### src/design/isa_pkg.sv
package isa_pkg;

	localparam int reg_index_width = 4; // sixteen architectural registers.
	localparam int word_width = 16;
	localparam int imm_width = 8;

	// top bit of the opcode selects the immediate format.
	typedef enum logic [3:0] {
		op_add  = 4'h0,
		op_sub  = 4'h1,
		op_and  = 4'h2,
		op_or   = 4'h3,
		op_addi = 4'h8,
		op_li   = 4'h9,
		op_andi = 4'ha,
		op_ori  = 4'hb
	} opcode_t;

	typedef struct packed {
		opcode_t opcode;
		logic [reg_index_width-1:0] dest;
		logic [reg_index_width-1:0] src1;
		logic [reg_index_width-1:0] src2;
	} reg_format_t;

	typedef struct packed {
		opcode_t opcode;
		logic [reg_index_width-1:0] dest;
		logic [imm_width-1:0] imm;
	} imm_format_t;

	typedef union packed {
		reg_format_t reg_fmt;
		imm_format_t imm_fmt;
	} instr_word_t;

endpackage

### src/design/rob_pkg.sv
package rob_pkg;

	// ******************************
	// group geometry
	// ******************************

	localparam int lanes = 3; // lane 2 is the oldest.

	localparam int value_width = 16;

	// ******************************
	// reorder buffer entry
	// ******************************

	// completed marks an entry that may leave the head.
	// immediate entries are written with completed already set.
	typedef struct packed {
		logic [isa_pkg::reg_index_width-1:0] dest;
		logic [value_width-1:0] value;
		logic completed;
		logic is_imm;
	} rob_entry_t;

endpackage

### src/design/rob_ifs.sv
`timescale 1ns/1ps

// dispatch to reorder buffer.
interface alloc_if #(
	parameter int rob_depth = 8
);
	localparam int tag_width = $clog2(rob_depth);

	logic [rob_pkg::lanes-1:0] valid; // contiguous from lane 2 down.
	rob_pkg::rob_entry_t [rob_pkg::lanes-1:0] entries;
	logic accept; // group moves when high with any valid bit.
	logic [rob_pkg::lanes-1:0][tag_width-1:0] tags;

	modport producer (
		output valid,
		output entries,
		input accept,
		input tags
	);

	modport consumer (
		input valid,
		input entries,
		output accept,
		output tags
	);
endinterface

// reorder buffer to retire stage, no back-pressure.
interface retire_if;
	logic [rob_pkg::lanes-1:0] valid;
	rob_pkg::rob_entry_t [rob_pkg::lanes-1:0] entries;

	modport producer (
		output valid,
		output entries
	);

	modport consumer (
		input valid,
		input entries
	);
endinterface

### src/design/dispatch_stage.sv
`timescale 1ns/1ps

module dispatch_stage (
	input logic clock,
	input logic reset,
	input logic [rob_pkg::lanes-1:0] in_valid,
	input isa_pkg::instr_word_t [rob_pkg::lanes-1:0] in_words,
	output logic in_ready,
	alloc_if.producer alloc
);

	rob_pkg::rob_entry_t [rob_pkg::lanes-1:0] decoded;
	rob_pkg::rob_entry_t [rob_pkg::lanes-1:0] held_entries;
	logic [rob_pkg::lanes-1:0] held_valid;
	logic take;

	// ******************************
	// decode
	// ******************************

	always_comb begin
		for (int i = 0; i < rob_pkg::lanes; i++) begin
			decoded[i].is_imm = in_words[i].imm_fmt.opcode[3];
			decoded[i].completed = in_words[i].imm_fmt.opcode[3]; // immediates need no unit.
			decoded[i].dest = in_words[i].reg_fmt.dest; // same field in both formats.
			decoded[i].value = '0;
			if (in_words[i].imm_fmt.opcode[3]) begin
				decoded[i].value[isa_pkg::imm_width-1:0] = in_words[i].imm_fmt.imm; // zero extend.
			end
		end
	end

	// ******************************
	// group holding register
	// ******************************

	// free when empty, or when the held group leaves this cycle.
	assign in_ready = ~(|held_valid) | alloc.accept;
	assign take = in_ready & (|in_valid);

	always_ff @(posedge clock) begin
		if (reset) begin
			held_valid <= '0;
		end else if (in_ready) begin
			held_valid <= in_valid; // empty input clears an accepted group.
		end
	end

	always_ff @(posedge clock) begin
		if (take) begin
			held_entries <= decoded;
		end
	end

	assign alloc.valid = held_valid;
	assign alloc.entries = held_entries;

endmodule

### src/design/reorder_buffer.sv
`timescale 1ns/1ps

module reorder_buffer #(
	parameter int rob_depth = 8,
	localparam int tag_width = $clog2(rob_depth),
	localparam int count_width = tag_width + 1
) (
	input logic clock,
	input logic reset,
	alloc_if.consumer alloc,
	input logic [rob_pkg::lanes-1:0] complete_valid,
	input logic [rob_pkg::lanes-1:0][tag_width-1:0] complete_tag,
	input logic [rob_pkg::lanes-1:0][rob_pkg::value_width-1:0] complete_value,
	output logic [rob_pkg::lanes-1:0] alloc_valid,
	output logic [rob_pkg::lanes-1:0][tag_width-1:0] alloc_tag,
	retire_if.producer released
);

	rob_pkg::rob_entry_t entries_q [rob_depth];

	logic [tag_width-1:0] head_q;
	logic [tag_width-1:0] tail_q;
	logic [count_width-1:0] count_q;

	logic [tag_width-1:0] head_pos [rob_pkg::lanes];
	logic [tag_width-1:0] tail_pos [rob_pkg::lanes];
	logic [1:0] rel_n;
	logic [1:0] alloc_n;
	logic [count_width-1:0] free_slots;

	// slot k counts from the oldest, and lands on lane lanes-1-k.
	always_comb begin
		for (int k = 0; k < rob_pkg::lanes; k++) begin
			head_pos[k] = head_q + tag_width'(k);
			tail_pos[k] = tail_q + tag_width'(k);
		end
	end

	// ******************************
	// in-order release from head
	// ******************************

	always_comb begin
		logic run;
		run = 1'b1;
		rel_n = '0;
		released.valid = '0;
		for (int k = 0; k < rob_pkg::lanes; k++) begin
			released.entries[rob_pkg::lanes-1-k] = entries_q[head_pos[k]];
			if (run && count_width'(k) < count_q && entries_q[head_pos[k]].completed) begin
				released.valid[rob_pkg::lanes-1-k] = 1'b1;
				rel_n = rel_n + 2'd1;
			end else begin
				run = 1'b0; // stop at the first entry still waiting.
			end
		end
	end

	// ******************************
	// allocation at tail
	// ******************************

	always_comb begin
		alloc_n = '0;
		for (int i = 0; i < rob_pkg::lanes; i++) begin
			alloc_n = alloc_n + {1'b0, alloc.valid[i]};
		end
	end

	// slots released this cycle count as free.
	assign free_slots = count_width'(rob_depth) - count_q + count_width'(rel_n);
	assign alloc.accept = free_slots >= count_width'(alloc_n); // whole group or nothing.

	always_comb begin
		for (int k = 0; k < rob_pkg::lanes; k++) begin
			alloc.tags[rob_pkg::lanes-1-k] = tail_pos[k];
		end
	end

	assign alloc_valid = alloc.accept ? alloc.valid : '0;
	assign alloc_tag = alloc.tags;

	// ******************************
	// state update
	// ******************************

	always_ff @(posedge clock) begin
		if (reset) begin
			head_q <= '0;
			tail_q <= '0;
			count_q <= '0;
		end else begin
			head_q <= head_q + tag_width'(rel_n);
			if (alloc.accept) begin
				tail_q <= tail_q + tag_width'(alloc_n);
				count_q <= count_q - count_width'(rel_n) + count_width'(alloc_n);
			end else begin
				count_q <= count_q - count_width'(rel_n);
			end
		end
	end

	// completions are applied after the allocation writes.
	always_ff @(posedge clock) begin
		for (int k = 0; k < rob_pkg::lanes; k++) begin
			if (alloc.accept && alloc.valid[rob_pkg::lanes-1-k]) begin
				entries_q[tail_pos[k]] <= alloc.entries[rob_pkg::lanes-1-k];
			end
		end
		for (int i = 0; i < rob_pkg::lanes; i++) begin
			if (complete_valid[i]) begin
				entries_q[complete_tag[i]].completed <= 1'b1;
				entries_q[complete_tag[i]].value <= complete_value[i];
			end
		end
	end

endmodule

### src/design/retire_stage.sv
`timescale 1ns/1ps

module retire_stage (
	input logic clock,
	input logic reset,
	retire_if.consumer released,
	output logic [rob_pkg::lanes-1:0] retire_valid,
	output logic [rob_pkg::lanes-1:0][isa_pkg::reg_index_width-1:0] retire_dest,
	output logic [rob_pkg::lanes-1:0][rob_pkg::value_width-1:0] retire_value,
	input logic [isa_pkg::reg_index_width-1:0] read_index,
	output logic [rob_pkg::value_width-1:0] read_data
);

	logic [rob_pkg::value_width-1:0] arch_regs [2**isa_pkg::reg_index_width];

	// ******************************
	// commit report
	// ******************************

	always_ff @(posedge clock) begin
		if (reset) begin
			retire_valid <= '0;
		end else begin
			retire_valid <= released.valid;
		end
	end

	always_ff @(posedge clock) begin
		for (int i = 0; i < rob_pkg::lanes; i++) begin
			retire_dest[i] <= released.entries[i].dest;
			retire_value[i] <= released.entries[i].value;
		end
	end

	// ******************************
	// architectural register file
	// ******************************

	always_ff @(posedge clock) begin
		if (reset) begin
			for (int r = 0; r < 2**isa_pkg::reg_index_width; r++) begin
				arch_regs[r] <= '0;
			end
		end else begin
			for (int i = rob_pkg::lanes - 1; i >= 0; i--) begin // younger lane written last.
				if (released.valid[i]) begin
					arch_regs[released.entries[i].dest] <= released.entries[i].value;
				end
			end
		end
	end

	assign read_data = arch_regs[read_index];

endmodule

### src/design/backend_top.sv
`timescale 1ns/1ps

module backend_top #(
	parameter int rob_depth = 8,
	localparam int tag_width = $clog2(rob_depth)
) (
	input logic clock,
	input logic reset,

	// instruction group in.
	input logic [rob_pkg::lanes-1:0] in_valid,
	input isa_pkg::instr_word_t [rob_pkg::lanes-1:0] in_words,
	output logic in_ready,

	// results from execution units.
	input logic [rob_pkg::lanes-1:0] complete_valid,
	input logic [rob_pkg::lanes-1:0][tag_width-1:0] complete_tag,
	input logic [rob_pkg::lanes-1:0][rob_pkg::value_width-1:0] complete_value,

	output logic [rob_pkg::lanes-1:0] alloc_valid,
	output logic [rob_pkg::lanes-1:0][tag_width-1:0] alloc_tag,

	output logic [rob_pkg::lanes-1:0] retire_valid,
	output logic [rob_pkg::lanes-1:0][isa_pkg::reg_index_width-1:0] retire_dest,
	output logic [rob_pkg::lanes-1:0][rob_pkg::value_width-1:0] retire_value,

	input logic [isa_pkg::reg_index_width-1:0] read_index,
	output logic [rob_pkg::value_width-1:0] read_data
);

	alloc_if #(.rob_depth(rob_depth)) alloc_bus ();
	retire_if retire_bus ();

	dispatch_stage u_dispatch (
		.clock    (clock),
		.reset    (reset),
		.in_valid (in_valid),
		.in_words (in_words),
		.in_ready (in_ready),
		.alloc    (alloc_bus.producer)
	);

	reorder_buffer #(.rob_depth(rob_depth)) u_rob (
		.clock          (clock),
		.reset          (reset),
		.alloc          (alloc_bus.consumer),
		.complete_valid (complete_valid),
		.complete_tag   (complete_tag),
		.complete_value (complete_value),
		.alloc_valid    (alloc_valid),
		.alloc_tag      (alloc_tag),
		.released       (retire_bus.producer)
	);

	retire_stage u_retire (
		.clock        (clock),
		.reset        (reset),
		.released     (retire_bus.consumer),
		.retire_valid (retire_valid),
		.retire_dest  (retire_dest),
		.retire_value (retire_value),
		.read_index   (read_index),
		.read_data    (read_data)
	);

endmodule

### config.mk
export PLATFORM = sky130hd
export DESIGN_NAME = backend_top
export DESIGN_NICKNAME = d
export VERILOG_FILES = /design/src/design/isa_pkg.sv /design/src/design/rob_pkg.sv /design/src/design/rob_ifs.sv /design/src/design/dispatch_stage.sv /design/src/design/reorder_buffer.sv /design/src/design/retire_stage.sv /design/src/design/backend_top.sv
export SDC_FILE = /design/constraint.sdc
export NUM_CORES = 2
export LEC_CHECK = 0
export CORE_ASPECT_RATIO = 0.6
export CORE_MARGIN = 4
export CORE_UTILIZATION = 45
export CTS_BUF_LIST = sky130_fd_sc_hd__clkbuf_16
export DETAILED_ROUTE_END_ITERATION = 16
export DONT_BUFFER_PORTS = 1
export PLACE_DENSITY = 0.62
export SLEW_MARGIN = 20
export SYNTH_ARGS = -nofsm -noshare
export SYNTH_HDL_FRONTEND = slang
export SYNTH_HIERARCHICAL = 1
export SYNTH_SLANG_ARGS = --single-unit
export TNS_END_PERCENT = 5
### constraint.sdc
create_clock -name clock -period 5.6 [get_ports clock]
set_clock_uncertainty 0.2 [all_clocks]
set_input_delay 0.56 -clock clock [delete_from_list [all_inputs] [get_ports clock]]
set_output_delay 0.56 -clock clock [all_outputs]
set_load 0.02 [all_outputs]
# --- Word-level counts from Yosys, hierarchy flattened ---
# Memories as Yosys holds them, arrays and structs flattened. A register that Yosys moved wholly into a read port is not among the register bits.
# Index checks and enable logic that the tools add are counted.
totals:
  ff_bits: 115
  latchBits: 0
  ramBits: 432
  romBits: 0
  in_bits: 117
  out_inout_bits: 92
  elab_cells: 98
  n_memories: 2
classes:
  addsub: 14
  n_mul: 0
  div_mod_pow: 0
  order_cmp: 4
  eq_ne: 0
  n_shift: 0
  muxes: 42
  bitwise_logic: 3
  reduce_logical: 13
mem_list:
  columns: ["memory", "depth", "width", "read_ports", "rd_clocked_by_memory_dff", "wr", "line", "source"]
  rows:
  - ["u_retire.arch_regs", 16, 16, 1, 0, 16, "retire_stage.sv:14", "logic [rob_pkg::value_width-1:0] arch_regs [2**isa_pkg::reg_index_width];"]
  - ["u_rob.entries_q", 8, 22, 3, 1, 6, "reorder_buffer.sv:19", "rob_pkg::rob_entry_t entries_q [rob_depth];"]
op_table:
  columns: ["operator", "n"]
  rows:
  - ["$mux W16", 3]
  - ["$reduce_or A16 Y1", 3]
  - ["$mux W1", 31]
  - ["$mux W4", 4]
  - ["$add A4 B2 Y4", 2]
  - ["$logic_and A1 B1 Y1", 8]
  - ["$lt A1 B4 Y1 const A", 2]
  - ["$add A3 B1 Y3 const B", 2]
  - ["$add A3 B2 Y3", 2]
  - ["$add A3 B2 Y3 const B", 2]
  - ["$mux W3", 2]
  - ["$reduce_or A3 Y1", 2]
  - ["$ge A4 B2 Y1", 1]
  - ["$lt A2 B4 Y1 const A", 1]
  - ["$mux W2", 2]
  - ["$sub A4 B2 Y4", 1]
  - ["$sub A4 B4 Y4 const A", 1]
  - ["$add A1 B1 Y2", 1]
  - ["$add A1 B1 Y2 const B", 1]
  - ["$add A2 B1 Y2", 1]
  - ["$add A2 B1 Y2 const B", 1]
  - ["$and A1 B1 Y1", 1]
  - ["$not A1 Y1", 1]
  - ["$or A1 B1 Y1", 1]

# --- Depth between registers and ports, before layout ---
logic_depth:
  ltp_word: 14
  mapped_depth: 25

# --- Modules after synthesis ---
# Netlist, hierarchy kept.
modules_own_cells:
  columns: ["module", "instances", "cells_each", "area_each_um2", "seq_area_each_um2"]
  rows:
  - ["retire_stage", 1, 1927, 19238.5, 8948.6]
  - ["reorder_buffer", 1, 2020, 17428.0, 5405.2]
  - ["dispatch_stage", 1, 107, 1685.4, 1231.2]

# --- Worst setup path after synthesis ---
# OpenSTA, ideal clock, no wires.
synth_path:
  path_type: "reg2reg"
  start: "register u_rob.head_q[1]"
  end: "register u_dispatch.held_entries, in the netlist u_dispatch/alloc.entries[0], enable pin"
  setup_ps: 402
  t_arrival_ps: 5455
  required_time_ps: 4998
  slack_ps: -457
  stages_incl_launch_ff: 24
  period_less_slack_ps: 6057
  path_cell_list: "dfxtp_1 ha_1 buf_1 mux4_2 mux2_2 nand2_1 a21oi_1 ha_1 and3_1 clkbuf_1 xnor2_1 ha_1 fa_1 inv_1 ha_1 a21o_1 a211oi_2 inv_2 buf_6 buf_6 buf_6 buf_2 buf_2 o32a_1"
synth_rtl:
  columns: ["element", "line", "source"]
  rows:
  - ["start, declared", "reorder_buffer.sv:21", "logic [tag_width-1:0] head_q;"]
  - ["start signal, assigned", "reorder_buffer.sv:93", "head_q <= head_q + tag_width'(rel_n);"]
  - ["end signal, assigned", "dispatch_stage.sv:51", "held_entries <= decoded;"]
  - ["end, declared", "dispatch_stage.sv:13", "rob_pkg::rob_entry_t [rob_pkg::lanes-1:0] held_entries;"]

==> results.py <==
metrics = {
    "status": {
        "status": "finished, final reports clean",
    },
    "global_route": {
        "antenna_found_initial": 4,
        "overflow": 0,
        "use_met1_pct": 49.2,
        "grt_pass1_wl_um": 220000,
        "grt_usage_pct": 32.3,
        "met2_usage_pct": 43.4,
        "grt_pass1_vias": 32931,
        "grt_max_degree": 81,
        "met3_usage_pct": 10.4,
        "gr-max-usage-layer": "met1",
    },
    "power": {
        "finalPower_mw": 28.1,
        "total_leakage_power_nw": 13.1,
        "ir_drop_uv": 990,
        "cellPowerDensity_nw_per_um2": 685,
    },
    "layout": {
        "regArea_um2": 15400,
        "areaGrowthSynthToFinish_pct": 8.38,
        "fillers": 7513,
        "nNetsFinal": 3809,
        "drive_gt1_share_pct": 14.6,
        "multi_input_area_um2": 20000,
    },
    "critical_path": {
        "cp.required_ns": 4.84,
        "critPathCaptureType": "output pin",
        "crit_fanout": 14,
        "cp_cell_sequence": "ha_2 -> mux4_2 -> mux2_2 -> nand2_1 -> a21oi_2 -> ha_1 -> and3_1 -> buf_4 -> xor2_1 -> ha_1 -> ha_1 -> nand2b_1 -> a21o_1 -> a211oi_4 -> bufinv_8 -> or2_4",
        "critPathLaunchType": "flop",
        "max_stage_delay_ns": 0.49,
        "path_class": "reg -> out",
        "crit_slowest_cell": "mux4_2",
        "crit_top_cell": "ha_1",
        "cp.arrival_ns": 4.79,
    },
    "sta": {
        "timing.final.crit_period_ns": 5.55,
        "worst_pin_slew_ns": 1.26,
        "relSlewSlack_pct": 15.5,
        "setup_violations": 0,
        "timing.fmax_mhz": 180,
        "rsz0062_at_grt": "yes",
        "hold_viol": 0,
        "whs_ns": 0.0301,
        "slew_violations": 0,
        "setup-tns-final_ns": 0,
        "finalCritPeriodShare_pct": 99.2,
    },
    "floorplanning": {
        "boundaryPins": 209,
        "die_h_um": 233,
        "die_area_um2": 88900,
        "rows": 82,
        "floorplan.initialDensity_pct": 45.3,
        "die_w_um": 382,
        "design.core.area_um2": 83400,
    },
    "clock_tree": {
        "h-tree-depth": 2,
        "cts_sinks": 539,
        "cts-buffers-inserted": 56,
        "max-clock-path-buffers": 3,
        "clk_latency_ns": 0.67,
        "cts_tree": "built",
        "cts_root_buffer": "clkbuf_16",
        "clkTransAtPathRegs_ns": 0.07,
    },
    "route": {
        "drt_iter0_markers": 6438,
        "routed_wirelength_um": 150000,
        "drc": 0,
        "first_pass_iters": 7,
        "routedWlPerCell_um": 31.0,
        "ant_nets": 0,
        "dr_total_vias": 35882,
        "avgViaCountPerCell": 7.40,
    },
    "placement": {
        "place_hpwl_um": 99500,
        "gp_congestion": 0.929,
        "numPortBuffers": 0,
    },
    "yosys": {
        "synth_area_um2": 37800,
        "yosys_warnings": 6,
        "syn_inst": 4007,
        "synth_area_per_cell_um2": 9.44,
    },
    "job": {
        "maxCapViolations": 0,
    },
    "hold_path": {
        "hold_class": "in -> reg",
    },
}
routing by layer:
metal  vias up  share of wire (%)
li1      14987                  -
met1     17307                 41
met2      3220                 39
met3       366                 17
met4         2                2.9
met5         -             0.0086
state kept, by name, indices dropped and copies added (netlist names):
name                      cells
u_rob/tail_q                  3
u_retire/arch_regs          256
u_retire/retire_dest         12
u_rob/head_q                  3
u_retire/retire_value        48
u_rob/count_q                 4
u_dispatch/alloc.valid        3
u_retire/retire_valid         3
u_dispatch/alloc.entries     39
u_rob/entries_q             168
through the flow:
step	instance area, µm²	cells	utilization (%)	setup WS [ns]
6_report	41000	4852	49.1	0.0474
5_1_grt	41000	4850	49.1	-0.144
4_1_cts	40900	4850	49.1	0.0357
3_5_place_dp	38200	4677	45.8	0.227
3_3_place_gp	38200	4677	45.8	0.279
2_1_floorplan	37900	4030	-	0.0106
critical path, delay by kind of cell (launching register included):
| family | cells | cell delay, ns |
|---|---|---|
| fa+ha+maj | 4 | 1.19 |
| mux | 2 | 0.77 |
| simple gates | 4 | 0.67 |
| compound gates | 3 | 0.44 |
| buf+inv | 2 | 0.44 |
| flops | 1 | 0.38 |
| xor+xnor | 1 | 0.26 |
placed cells by master, fill, tap and decap left out, drive strengths merged, types with 134 or more instances in the layout:
cell / n
nand3: 271
a31oi: 293
nor3: 270
mux2i: 134
o2111ai: 256
nand2: 265
nor2: 147
o21ai: 273
buf: 170
edfxtp: 455
path summary, 6_finish.rpt:
check                        startpoint                endpoint  slack, ns  cells past startpoint
setup / recovery        u_rob/head_q[0]                in_ready       0.05                     16
hold / removal       complete_value[32]   u_rob/entries_q[2][2]       0.03                      2
setup reg to reg        u_rob/head_q[0]  u_rob/entries_q[5][10]       0.16                     19
hold reg to reg   u_rob/entries_q[0][1]   u_rob/entries_q[0][1]       0.28                      2
power by group:
group	switching (mW)	internal, mW	total (mW)
Clock	1.81	2.53	4.34
Combinational	11.9	4.18	16.1
Sequential	1.39	6.25	7.64
layout make-up:
type / count / share of cell area (%)
clock inverters: 45 / 1.38
well taps: 1134 / 3.46
repair inverters: 1 / 0.0153
flip-flops and latches: 539 / 37.5
diodes: 2 / 0.0122
repair buffers: 235 / 4.93
multi-input cells: 2808 / 48.7
inverters: 27 / 0.281
clock buffers: 61 / 3.73
what timing repair did:
action / CTS / global route
endpoints found under the setup margin: 4 / 53
pin swaps: 1 / 1
cloned: 1 / 0
endpoints found under the hold margin: 165 / 0
buffers inserted: 2 / 0
gates resized for setup: 6 / 7
hold buffers: 65 / 0
Power figures use the tool's default switching activity.
